--- config.mk ---
export PLATFORM = sky130hd
export DESIGN_NAME = zxuno_io
export DESIGN_NICKNAME = d
export VERILOG_FILES = /design/src/hw/zxuno_io_pkg.sv /design/src/hw/cfg_reg.sv /design/src/hw/zxuno_regs.sv /design/src/hw/kempston_port.sv /design/src/hw/io_bus_decode.sv /design/src/hw/audio_mixer.sv /design/src/hw/zxuno_io.sv
export VERILOG_INCLUDE_DIRS = /design/src /design/src/hw
export SDC_FILE = /design/constraint.sdc
export NUM_CORES = 1
export LEC_CHECK = 0
export BUFFER_PORTS_ARGS = -buffer_cell sky130_fd_sc_hd__buf_2
export CAP_MARGIN = 0
export CORE_ASPECT_RATIO = 0.75
export CORE_MARGIN = 4
export CORE_UTILIZATION = 40
export DETAILED_ROUTE_END_ITERATION = 8
export PLACE_DENSITY = 0.73
export SYNTH_ARGS = -nofsm -noshare
export SYNTH_HDL_FRONTEND = slang
export SYNTH_SLANG_ARGS = --single-unit
--- constraint.sdc ---
create_clock -name clk -period 3.3 [get_ports clk]
set_clock_uncertainty 0.2 [all_clocks]
set_input_delay 0.66 -clock clk [delete_from_list [all_inputs] [get_ports clk]]
set_output_delay 0.66 -clock clk [all_outputs]
set_load 0.005 [all_outputs]
--- src/hw/zxuno_io_defines.svh ---
`ifndef ZXUNO_IO_DEFINES_SVH
`define ZXUNO_IO_DEFINES_SVH

////////////////////
// I/O port map
////////////////////

// ZX-Uno register select and data ports, full 16-bit decode
`define ZXUNO_ADDR_PORT 16'hFC3B
`define ZXUNO_DATA_PORT 16'hFD3B

// Kempston joystick, low address byte only
`define KEMPSTON_PORT 8'd31

////////////////////
// ZX-Uno register numbers
////////////////////

`define REG_MASTERCONF 8'h00
`define REG_SCANCODE 8'h04
`define REG_JOYCONF 8'h06

// Boot mode on, everything else off
`define MASTERCONF_RESET 8'h80
// DB9 and keypad joystick both on, fire not inverted
`define JOYCONF_RESET 8'hC0

////////////////////
// Mixer weights
////////////////////

`define MIX_SPK 8'd64
`define MIX_EAR 8'd32
`define MIX_MIC 8'd16

`endif

--- src/hw/zxuno_io_pkg.sv ---
package zxuno_io_pkg;

   // Z80 bus
   typedef logic [15:0] cpu_addr_t;
   typedef logic [7:0] cpu_data_t;

   // Register number held in the ZX-Uno address port
   typedef logic [7:0] zxreg_t;

   // Kempston bit order, active high
   // Bit 4 fire, 3 up, 2 down, 1 left, 0 right
   typedef logic [4:0] joy_t;

   // Register 0, seen by memory controller and ULA
   typedef struct packed {
      logic in_boot_mode;
      logic disable_contention;
      logic [1:0] timing_ula;
      logic issue2_keyboard;
      logic [2:0] reserved;
   } masterconf_t;

   // Register 6, joystick sources and fire polarity
   typedef struct packed {
      logic db9_enable;
      logic kbd_joy_enable;
      logic fire_invert;
      logic [4:0] reserved;
   } joyconf_t;

   // Mixed audio level and AY channel levels
   typedef logic [7:0] audio_level_t;

endpackage

--- src/hw/cfg_reg.sv ---
`timescale 1ns/100ps

module cfg_reg #(
   parameter type payload_t = logic [7:0],
   parameter zxuno_io_pkg::zxreg_t REG_NUM = '0,
   parameter payload_t RESET_VALUE = '0
) (
   input logic clk,
   input logic reset,
   input zxuno_io_pkg::zxreg_t zx_addr,
   input logic reg_rd,
   input logic reg_wr,
   input zxuno_io_pkg::cpu_data_t cpu_dout,
   output payload_t value,
   output zxuno_io_pkg::cpu_data_t dout,
   output logic oe_n
);

   logic selected;

   // This register is the one behind the data port
   assign selected = (zx_addr == REG_NUM);

   // Write lands at the end of the data-port cycle
   always_ff @(posedge clk) begin
      if (reset) begin
         value <= RESET_VALUE;
      end else if (reg_wr && selected) begin
         value <= payload_t'(cpu_dout);
      end
   end

   // Payload flattened back onto the byte bus
   assign dout = zxuno_io_pkg::cpu_data_t'(value);
   assign oe_n = !(reg_rd && selected);

endmodule

--- src/hw/zxuno_regs.sv ---
`timescale 1ns/100ps
`include "zxuno_io_defines.svh"

module zxuno_regs (
   input logic clk,
   input logic reset,
   input zxuno_io_pkg::cpu_addr_t cpu_addr,
   input logic iorq_n,
   input logic rd_n,
   input logic wr_n,
   input zxuno_io_pkg::cpu_data_t cpu_dout,
   output zxuno_io_pkg::zxreg_t zx_addr,
   output zxuno_io_pkg::cpu_data_t addr_dout,
   output logic addr_oe_n,
   output logic reg_rd,
   output logic reg_wr
);

   ////////////////////
   // Port decode
   ////////////////////

   logic addr_port;
   logic data_port;
   logic io_rd;
   logic io_wr;

   // Both ports need all 16 address bits
   assign addr_port = (cpu_addr == `ZXUNO_ADDR_PORT);
   assign data_port = (cpu_addr == `ZXUNO_DATA_PORT);

   // IO read and write strobes
   assign io_rd = !iorq_n && !rd_n;
   assign io_wr = !iorq_n && !wr_n;

   ////////////////////
   // Register select latch
   ////////////////////

   // Loaded at the edge closing the write cycle
   always_ff @(posedge clk) begin
      if (reset) begin
         zx_addr <= '0;
      end else if (io_wr && addr_port) begin
         zx_addr <= cpu_dout;
      end
   end

   // Readback of the selected register number
   assign addr_dout = zx_addr;
   assign addr_oe_n = !(io_rd && addr_port);

   ////////////////////
   // Data port strobes
   ////////////////////

   // Combinational for the whole access cycle
   // Register blocks match zx_addr themselves
   assign reg_rd = io_rd && data_port;
   assign reg_wr = io_wr && data_port;

endmodule

--- src/hw/kempston_port.sv ---
`timescale 1ns/100ps
`include "zxuno_io_defines.svh"

module kempston_port (
   input logic clk,
   input logic reset,
   input zxuno_io_pkg::cpu_addr_t cpu_addr,
   input logic iorq_n,
   input logic rd_n,
   input zxuno_io_pkg::joy_t joy_db9_n,
   input zxuno_io_pkg::joy_t kbd_joy,
   input zxuno_io_pkg::joyconf_t joyconf,
   output zxuno_io_pkg::joy_t joy_value,
   output logic kemp_oe_n
);

   zxuno_io_pkg::joy_t db9_bits;
   zxuno_io_pkg::joy_t kbd_bits;
   zxuno_io_pkg::joy_t merged;

   // DB9 pins are active low, flip to Kempston polarity
   assign db9_bits = joyconf.db9_enable ? ~joy_db9_n : '0;
   // Numeric keypad joystick
   assign kbd_bits = joyconf.kbd_joy_enable ? kbd_joy : '0;

   // Fire polarity applied after both sources are merged
   assign merged = (db9_bits | kbd_bits) ^ {joyconf.fire_invert, 4'b0000};

   // One cycle sample of the pins
   always_ff @(posedge clk) begin
      if (reset) begin
         joy_value <= '0;
      end else begin
         joy_value <= merged;
      end
   end

   // Partial decode, only A7:A0 looked at
   assign kemp_oe_n = !(!iorq_n && !rd_n && cpu_addr[7:0] == `KEMPSTON_PORT);

endmodule

--- src/hw/io_bus_decode.sv ---
`timescale 1ns/100ps
`include "zxuno_io_defines.svh"

module io_bus_decode (
   input zxuno_io_pkg::cpu_addr_t cpu_addr,
   input logic iorq_n,
   input logic mreq_n,
   input logic rd_n,
   input logic wr_n,
   input zxuno_io_pkg::cpu_data_t mem_dout,
   input logic mem_oe_n,
   input zxuno_io_pkg::cpu_data_t ay_dout,
   input logic ay_oe_n,
   input zxuno_io_pkg::joy_t joy_value,
   input logic kemp_oe_n,
   input zxuno_io_pkg::cpu_data_t addr_dout,
   input logic addr_oe_n,
   input zxuno_io_pkg::cpu_data_t mc_dout,
   input logic mc_oe_n,
   input zxuno_io_pkg::cpu_data_t jc_dout,
   input logic jc_oe_n,
   input zxuno_io_pkg::cpu_data_t scancode,
   input zxuno_io_pkg::cpu_data_t ula_dout,
   input zxuno_io_pkg::zxreg_t zx_addr,
   input logic reg_rd,
   output zxuno_io_pkg::cpu_data_t cpu_din,
   output logic ay_bdir,
   output logic ay_bc1
);

   ////////////////////
   // AY chip select
   ////////////////////

   logic io_access;
   logic ay_port;
   logic scancode_rd;

   // Real IO cycle with a read or write strobe
   // Interrupt acknowledge has iorq_n low but neither strobe
   assign io_access = !iorq_n && mreq_n && (!rd_n || !wr_n);

   // A15 high, A1:A0 = 01 covers both FFFD and BFFD
   assign ay_port = cpu_addr[15] && (cpu_addr[1:0] == 2'b01);

   // BDIR for data and address writes
   assign ay_bdir = io_access && ay_port && !wr_n;
   // BC1 only on FFFD, register select or read
   assign ay_bc1 = io_access && ay_port && cpu_addr[14];

   ////////////////////
   // CPU read mux
   ////////////////////

   // Scancode has no block of its own
   assign scancode_rd = reg_rd && (zx_addr == `REG_SCANCODE);

   // Fixed priority, ULA when nobody claims the bus
   always_comb begin
      if (!mem_oe_n) begin
         cpu_din = mem_dout;
      end else if (!ay_oe_n) begin
         cpu_din = ay_dout;
      end else if (!kemp_oe_n) begin
         cpu_din = {3'b000, joy_value};
      end else if (!addr_oe_n) begin
         cpu_din = addr_dout;
      end else if (!mc_oe_n) begin
         cpu_din = mc_dout;
      end else if (!jc_oe_n) begin
         cpu_din = jc_dout;
      end else if (scancode_rd) begin
         cpu_din = scancode;
      end else begin
         cpu_din = ula_dout;
      end
   end

endmodule

--- src/hw/audio_mixer.sv ---
`timescale 1ns/100ps
`include "zxuno_io_defines.svh"

module audio_mixer (
   input logic clk,
   input logic reset,
   input logic mic,
   input logic spk,
   input logic ear,
   input zxuno_io_pkg::audio_level_t ay1_audio,
   input zxuno_io_pkg::audio_level_t ay2_audio,
   output logic audio_out
);

   ////////////////////
   // Level
   ////////////////////

   zxuno_io_pkg::audio_level_t ay_sum;
   zxuno_io_pkg::audio_level_t beeper_sum;
   zxuno_io_pkg::audio_level_t level;

   // Each AY scaled to a quarter, at most 63 each
   assign ay_sum = {2'b00, ay1_audio[7:2]} + {2'b00, ay2_audio[7:2]};

   // Beeper, tape in and tape out, at most 112 together
   assign beeper_sum = (spk ? `MIX_SPK : 8'd0)
                     + (ear ? `MIX_EAR : 8'd0)
                     + (mic ? `MIX_MIC : 8'd0);

   // Peak 238, no overflow into a ninth bit
   assign level = ay_sum + beeper_sum;

   ////////////////////
   // Sigma-delta DAC
   ////////////////////

   zxuno_io_pkg::audio_level_t acc;
   logic [8:0] acc_next;

   // Carry out is the one-bit density
   assign acc_next = {1'b0, acc} + {1'b0, level};

   // Free-running, updates every clk
   // Constant level gives exactly level carries per 256 cycles
   always_ff @(posedge clk) begin
      if (reset) begin
         acc <= '0;
         audio_out <= 1'b0;
      end else begin
         acc <= acc_next[7:0];
         audio_out <= acc_next[8];
      end
   end

endmodule

--- src/hw/zxuno_io.sv ---
`timescale 1ns/100ps
`include "zxuno_io_defines.svh"

module zxuno_io (
   input logic clk,
   input logic reset,
   // Z80 bus
   input zxuno_io_pkg::cpu_addr_t cpu_addr,
   input zxuno_io_pkg::cpu_data_t cpu_dout,
   input logic iorq_n,
   input logic rd_n,
   input logic wr_n,
   input logic mreq_n,
   output zxuno_io_pkg::cpu_data_t cpu_din,
   // External read sources
   input zxuno_io_pkg::cpu_data_t mem_dout,
   input logic mem_oe_n,
   input zxuno_io_pkg::cpu_data_t ula_dout,
   input zxuno_io_pkg::cpu_data_t ay_dout,
   input logic ay_oe_n,
   // AY bus control
   output logic ay_bdir,
   output logic ay_bc1,
   // Joystick and keyboard
   input zxuno_io_pkg::joy_t joy_db9_n,
   input zxuno_io_pkg::joy_t kbd_joy,
   input zxuno_io_pkg::cpu_data_t scancode,
   // Sound
   input logic mic,
   input logic spk,
   input logic ear,
   input zxuno_io_pkg::audio_level_t ay1_audio,
   input zxuno_io_pkg::audio_level_t ay2_audio,
   output logic audio_out,
   // To memory controller and ULA
   output zxuno_io_pkg::masterconf_t masterconf
);

   ////////////////////
   // Internal wires
   ////////////////////

   // ZX-Uno register port
   zxuno_io_pkg::zxreg_t zx_addr;
   zxuno_io_pkg::cpu_data_t addr_dout;
   logic addr_oe_n;
   logic reg_rd;
   logic reg_wr;

   // Config register readback
   zxuno_io_pkg::cpu_data_t mc_dout;
   logic mc_oe_n;
   zxuno_io_pkg::joyconf_t joyconf;
   zxuno_io_pkg::cpu_data_t jc_dout;
   logic jc_oe_n;

   // Kempston
   zxuno_io_pkg::joy_t joy_value;
   logic kemp_oe_n;

   ////////////////////
   // Register access
   ////////////////////

   zxuno_regs i_zxuno_regs (
      .clk(clk),
      .reset(reset),
      .cpu_addr(cpu_addr),
      .iorq_n(iorq_n),
      .rd_n(rd_n),
      .wr_n(wr_n),
      .cpu_dout(cpu_dout),
      .zx_addr(zx_addr),
      .addr_dout(addr_dout),
      .addr_oe_n(addr_oe_n),
      .reg_rd(reg_rd),
      .reg_wr(reg_wr)
   );

   // Register 0
   cfg_reg #(
      .payload_t(zxuno_io_pkg::masterconf_t),
      .REG_NUM(`REG_MASTERCONF),
      .RESET_VALUE(`MASTERCONF_RESET)
   ) i_masterconf (
      .clk(clk),
      .reset(reset),
      .zx_addr(zx_addr),
      .reg_rd(reg_rd),
      .reg_wr(reg_wr),
      .cpu_dout(cpu_dout),
      .value(masterconf),
      .dout(mc_dout),
      .oe_n(mc_oe_n)
   );

   // Register 6
   cfg_reg #(
      .payload_t(zxuno_io_pkg::joyconf_t),
      .REG_NUM(`REG_JOYCONF),
      .RESET_VALUE(`JOYCONF_RESET)
   ) i_joyconf (
      .clk(clk),
      .reset(reset),
      .zx_addr(zx_addr),
      .reg_rd(reg_rd),
      .reg_wr(reg_wr),
      .cpu_dout(cpu_dout),
      .value(joyconf),
      .dout(jc_dout),
      .oe_n(jc_oe_n)
   );

   ////////////////////
   // Joystick, bus, audio
   ////////////////////

   kempston_port i_kempston_port (
      .clk(clk),
      .reset(reset),
      .cpu_addr(cpu_addr),
      .iorq_n(iorq_n),
      .rd_n(rd_n),
      .joy_db9_n(joy_db9_n),
      .kbd_joy(kbd_joy),
      .joyconf(joyconf),
      .joy_value(joy_value),
      .kemp_oe_n(kemp_oe_n)
   );

   io_bus_decode i_io_bus_decode (
      .cpu_addr(cpu_addr),
      .iorq_n(iorq_n),
      .mreq_n(mreq_n),
      .rd_n(rd_n),
      .wr_n(wr_n),
      .mem_dout(mem_dout),
      .mem_oe_n(mem_oe_n),
      .ay_dout(ay_dout),
      .ay_oe_n(ay_oe_n),
      .joy_value(joy_value),
      .kemp_oe_n(kemp_oe_n),
      .addr_dout(addr_dout),
      .addr_oe_n(addr_oe_n),
      .mc_dout(mc_dout),
      .mc_oe_n(mc_oe_n),
      .jc_dout(jc_dout),
      .jc_oe_n(jc_oe_n),
      .scancode(scancode),
      .ula_dout(ula_dout),
      .zx_addr(zx_addr),
      .reg_rd(reg_rd),
      .cpu_din(cpu_din),
      .ay_bdir(ay_bdir),
      .ay_bc1(ay_bc1)
   );

   audio_mixer i_audio_mixer (
      .clk(clk),
      .reset(reset),
      .mic(mic),
      .spk(spk),
      .ear(ear),
      .ay1_audio(ay1_audio),
      .ay2_audio(ay2_audio),
      .audio_out(audio_out)
   );

endmodule

After elaboration in Yosys (flattened, before gate mapping)

Cells that the tools add are included.
W data, S select, Z words.

Bits in registers: 38

Add/sub/neg operators: 5
Equal/unequal tests: 6
Muxes and demuxes: 12
Bitwise gates (word level): 3
Reduce and logical (&&, ||, !) cells: 23

Operators with widths:

| operator               | count |
|---|---|
| $mux W8                | 7 |
| $eq A16 B16 Y1 const B | 2 |
| $add A8 B8 Y8          | 3 |
| $logic_and A1 B1 Y1    | 18 |
| $eq A8 B3 Y1 const B   | 2 |
| $mux W5                | 3 |
| $add A8 B8 Y9          | 1 |
| $eq A8 B5 Y1 const B   | 1 |
| $logic_not A8 Y1       | 1 |
| $add A6 B6 Y7          | 1 |
| $mux W7                | 1 |
| $mux W6                | 1 |
| $not A5 Y5             | 1 |
| $or A5 B5 Y5           | 1 |
| $xor A5 B5 Y5          | 1 |
| $logic_not A1 Y1       | 3 |
| $eq A2 B1 Y1 const B   | 1 |
| $logic_or A1 B1 Y1     | 1 |

Longest topological paths before layout

Word-level depth: 11
Mapped depth: 16
Depth with buffers taken out: 16

Cells and area by module

A second synthesis with hierarchy kept.

Cell total of the unflattened synthesis: 414
Area total of the unflattened synthesis: 3378.2 µm²

By module, submodules not included:

| module                  | instances | cells each | area an instance (µm²) | sequential area each (µm²) |
|---|---|---|---|---|
| io_bus_decode           | 1         | 146        | 868.3                  | 0.0 |
| audio_mixer             | 1         | 94         | 865.8                  | 180.2 |
| zxuno_regs              | 1         | 55         | 509.2                  | 160.2 |
| cfg_reg at i_masterconf | 1         | 47         | 462.9                  | 160.2 |
| cfg_reg at i_joyconf    | 1         | 46         | 446.7                  | 160.2 |
| kempston_port           | 1         | 26         | 225.2                  | 100.1 |

Worst setup path after synthesis

Ideal clock, no wire load.

Kind: input-to-reg
Start: in ay1_audio[2]
End: reg i_audio_mixer.acc[7]
Setup time: 128 ps
Arrival time: 3226 ps
Required time: 2972 ps
Path slack: -253 ps
Cell stages on the path: 16
Path buffers: 0
Cell sequence: ha_1 fa_1 a21oi_1 nor2_1 nor2_1 xnor2_1 ha_1 inv_1 fa_1 inv_1 ha_1 nor3_1 nor2_1 o41ai_1 xor2_1 nor2_1

Cells in the longest elaborated chain, start to end: 3

RTL lines:

| item                 | RTL line          | RTL |
|---|---|---|
| start, declared      | zxuno_io.sv:32    | `input zxuno_io_pkg::audio_level_t ay1_audio,` |
| $add A6 B6 Y7        | audio_mixer.sv:24 | `assign ay_sum = {2'b00, ay1_audio[7:2]} + {2'b00, ay2_audio[7:2]};` |
| $add A8 B8 Y8        | audio_mixer.sv:32 | `assign level = ay_sum + beeper_sum;` |
| $add A8 B8 Y9        | audio_mixer.sv:42 | `assign acc_next = {1'b0, acc} + {1'b0, level};` |
| end signal, assigned | audio_mixer.sv:51 | `acc <= acc_next[7:0];` |
| end, declared        | audio_mixer.sv:38 | `zxuno_io_pkg::audio_level_t acc;` |

Every way passes these cells.
A chain may end at the register's enable or synchronous reset.

Final worst setup path

Ends and elaborated chain as after synthesis.

==> qor.csv <==
metric,value,unit
final_cell_mix,"buf_2 (104), dfxtp_1 (38), nand2_1 (34)",
nets,583,
gr-total-overflow,0,
final_common_cell,buf_2,
p_per_area,386.7,nW/um^2
clk_latency,0.29,ns
synth-edff-count,0,
path_clk_slew,0.07,ns
violations,setup timing,
grt_use_total,20.00,%
ir_drop,0.2328,mV
cts_tree,yes,
hold_viol_final,0,
hpwlAfterDp,6887,microns
syn-cell-area,2775,sq um
rsz0062_at_grt,true,
core_area,6506,sq um
placed_area,3583,sq um
die_w,104.2,microns
cts_buffers,5,
hold_path_class,reg -> reg,
vias,3080,
clockBufferDepth,2,
die_h,80.14,microns
period_share,102.3,%
antenna_found_initial,0,
synth_cell_type_count,58,
synth_top_family_by_area,simple AND/OR/NAND/NOR gates,
yosys.area_share.simple,30.21,%
maxCapViolations,0,
first_global_vias,2833,
cts.sink_count,38,
synth-compound-area-share,18.44,%
ys_warn_count,0,
synth-seq-cells,38,
status,"complete, but fails checks",
first_iter_violations,251,
critical_path.max_stage_delay,0.37,ns
syn_avg_cell_area,8.186,sq um
area_growth,41.12,%
required,3.25,ns
wirelength,8792,microns
drive_gt1_share,40.76,%
synth_nets,452,
place_congestion,0.9098,
synth.area.mux_share,7.214,%
synth_ff_type,dfxtp_1,
synthArstFlopShare,0,%
drc,0,
critical_path.slowest_cell,fa_2,
relSlewSlack,51.41,%
grt_pass1_wl,13660,microns
num_antenna_cells,0,
vias_per_cell,5.580,
grt_max_degree,39,
stdcell_area,3916,sq um
endpoint_kind,flip-flop,
synth_fa_ha_area_share,9.829,%
ant_nets,0,
max_freq,0.2962,GHz
rows,25,
portBuffers,107,
cts_hold_buf,0,
timing.critical_path.mode_cell,nor2_1,
num_io_pins,112,
initial_core_util,42.65,%
hold_ws,0.3042,ns
wl_per_cell,15.93,microns
worstMarginPinSlew,0.7289,ns
crit_type,in -> reg,
synth-seq-area-share,27.41,%
netlist_instances,339,
finalWorstSetupSlack,-0.07645,ns
nFillCells,563,
critPathMaxFanout,3,
die-area,8348,sq um
maxSlewViolCount,0,
root_buffer,clkbuf_8,
cp_cell_sequence,buf_6 > ha_4 > fa_2 > a21oi_2 > nor2_1 > nor2_2 > xnor2_1 > ha_2 > inv_2 > fa_2 > xnor2_2 > ha_2 > nor2_1 > nor2_1 > o41ai_2 > xor2_1 > nor2_1,
power.leakage,1.791,nW
htree_levels,2,
min_period,3.376,ns
setup_violations,2,
dr.pass1.iters,5,
setup.worst_path.start_class,primary input,
synthXorXnorAreaFrac,3.472,%
arrival,3.32,ns
synth_stat cells, drive strengths merged (2+ instances only):
| master | number | area share (%) |
|---|---|---|
| inv | 10 | 1.4 |
| a21oi | 21 | 3.8 |
| a31oi | 4 | 0.90 |
| nand2 | 35 | 4.7 |
| nor4 | 3 | 1.1 |
| nand3b | 2 | 0.54 |
| xor2 | 6 | 1.9 |
| or4 | 3 | 1.1 |
| and3b | 2 | 0.72 |
| nor2b | 9 | 2.0 |
| nor3 | 14 | 2.9 |
| mux2i | 20 | 7.2 |
| nand2b | 13 | 2.9 |
| a21o | 4 | 1.1 |
| o221a | 3 | 1.2 |
| buf | 4 | 0.72 |
| o31a | 2 | 0.63 |
| nand4b | 2 | 0.63 |
| o21a | 3 | 0.81 |
| o21ai | 10 | 1.8 |
| a22oi | 7 | 1.9 |
| a222oi | 2 | 0.72 |
| nor3b | 2 | 0.54 |
| clkbuf | 10 | 1.4 |
| nand3 | 10 | 2.3 |
| and4 | 2 | 0.68 |
| ha | 17 | 7.7 |
| and4b | 2 | 0.72 |
| or3 | 2 | 0.45 |
| a211o | 4 | 1.3 |
| o31ai | 3 | 0.81 |
| xnor2 | 5 | 1.6 |
| and2 | 8 | 1.8 |
| o2111ai | 2 | 0.63 |
| dfxtp | 38 | 27 |
| fa | 3 | 2.2 |
| nor2 | 34 | 4.6 |
| a21boi | 2 | 0.54 |
| and3 | 4 | 0.95 |
| a211oi | 3 | 0.81 |
| nand4 | 2 | 0.45 |
power breakdown:
| part | switching, mW | leakage (nW) | total, mW | internal [mW] |
|---|---|---|---|---|
| clock network | 0.168 | 0.0575 | 0.379 | 0.211 |
| logic | 0.287 | 1.42 | 0.613 | 0.326 |
| registers | 0.0190 | 0.310 | 0.523 | 0.504 |
| total | 0.474 | 1.79 | 1.51 | 1.04 |
metrics by stage:
stage / util, % / setup TNS (ns) / std cells / setup WS, ns / total power [mW]
after floorplan: - / -0.1629 / 339 / -0.08520 / 0.9026
after global placement: 55.08 / -1.186 / 538 / -0.3592 / 1.063
after detailed placement: 55.08 / -1.652 / 538 / -0.5099 / 1.090
after CTS: 57.87 / -0.1127 / 550 / -0.06525 / 1.498
after global routing: 60.19 / -0.5316 / 552 / -0.1994 / 1.611
final: 60.19 / -0.09977 / 552 / -0.07645 / 1.515
critical path, delay by kind of cell:
kind	cells	cell delay, ns
buffers and inverters	2	0.14
AND/OR/NAND/NOR	5	0.42
AO/OA/AOI/OAI	2	0.24
XOR/XNOR	3	0.44
adder cells (fa/ha/maj)	5	1.43
cell families after synthesis:
family / Yosys count
AOI/OAI and AO/OA: 75
xor gates and xnor gates: 11
adders and majority gates: 20
buffers and inverters: 24
DFF: 38
muxes: 20
and+or+nand+nor: 151
state kept, by name, indices dropped and copies added (netlist names):
signal and flops:
i_joyconf.dout 8, i_zxuno_regs.addr_dout 8, i_audio_mixer.acc 8, i_kempston_port.joy_value 5, i_masterconf.dout 8, i_audio_mixer.audio_out 1
cell type report:
type	count	area [sq um]	share of cell area, %
Sequential cell	38	760.7	19.42
Timing Repair Buffer	138	794.5	20.29
Clock buffer	8	110.1	2.812
Inverter	10	37.54	0.9585
Tap cell	81	101.3	2.588
Multi-Input combinational cell	277	2112	53.93
path summary, 6_finish.rpt:
path                                                 startpoint  slack, ns                                 end  cells after the start
worst max-delay path                               ay1_audio[2]      -0.08     i_audio_mixer.acc[7]$_SDFF_PP0_                     17
worst min-delay path             i_joyconf.dout[0]$_SDFFE_PP0P_       0.30      i_joyconf.dout[0]$_SDFFE_PP0P_                      2
worst max register to register  i_audio_mixer.acc[0]$_SDFF_PP0_       0.93  i_audio_mixer.audio_out$_SDFF_PP0_                      8
worst min register to register   i_joyconf.dout[0]$_SDFFE_PP0P_       0.30      i_joyconf.dout[0]$_SDFFE_PP0P_                      2
per-layer routing:
layer	track usage (%)	part of all wire [%]	up-vias
li1	-	-	1495
met2	31.45	45	120
met1	28.39	47	1457
met3	5.141	7.1	8
met5	0	0	-
met4	2.390	0.59	0
repair_timing:
action                                  in CTS  in global routing
setup buffers                                4                  3
resized for setup                           10                 27
pin swaps                                   10                 18
endpoints found under the setup margin       5                 11
(Power assumes the default switching activity.)
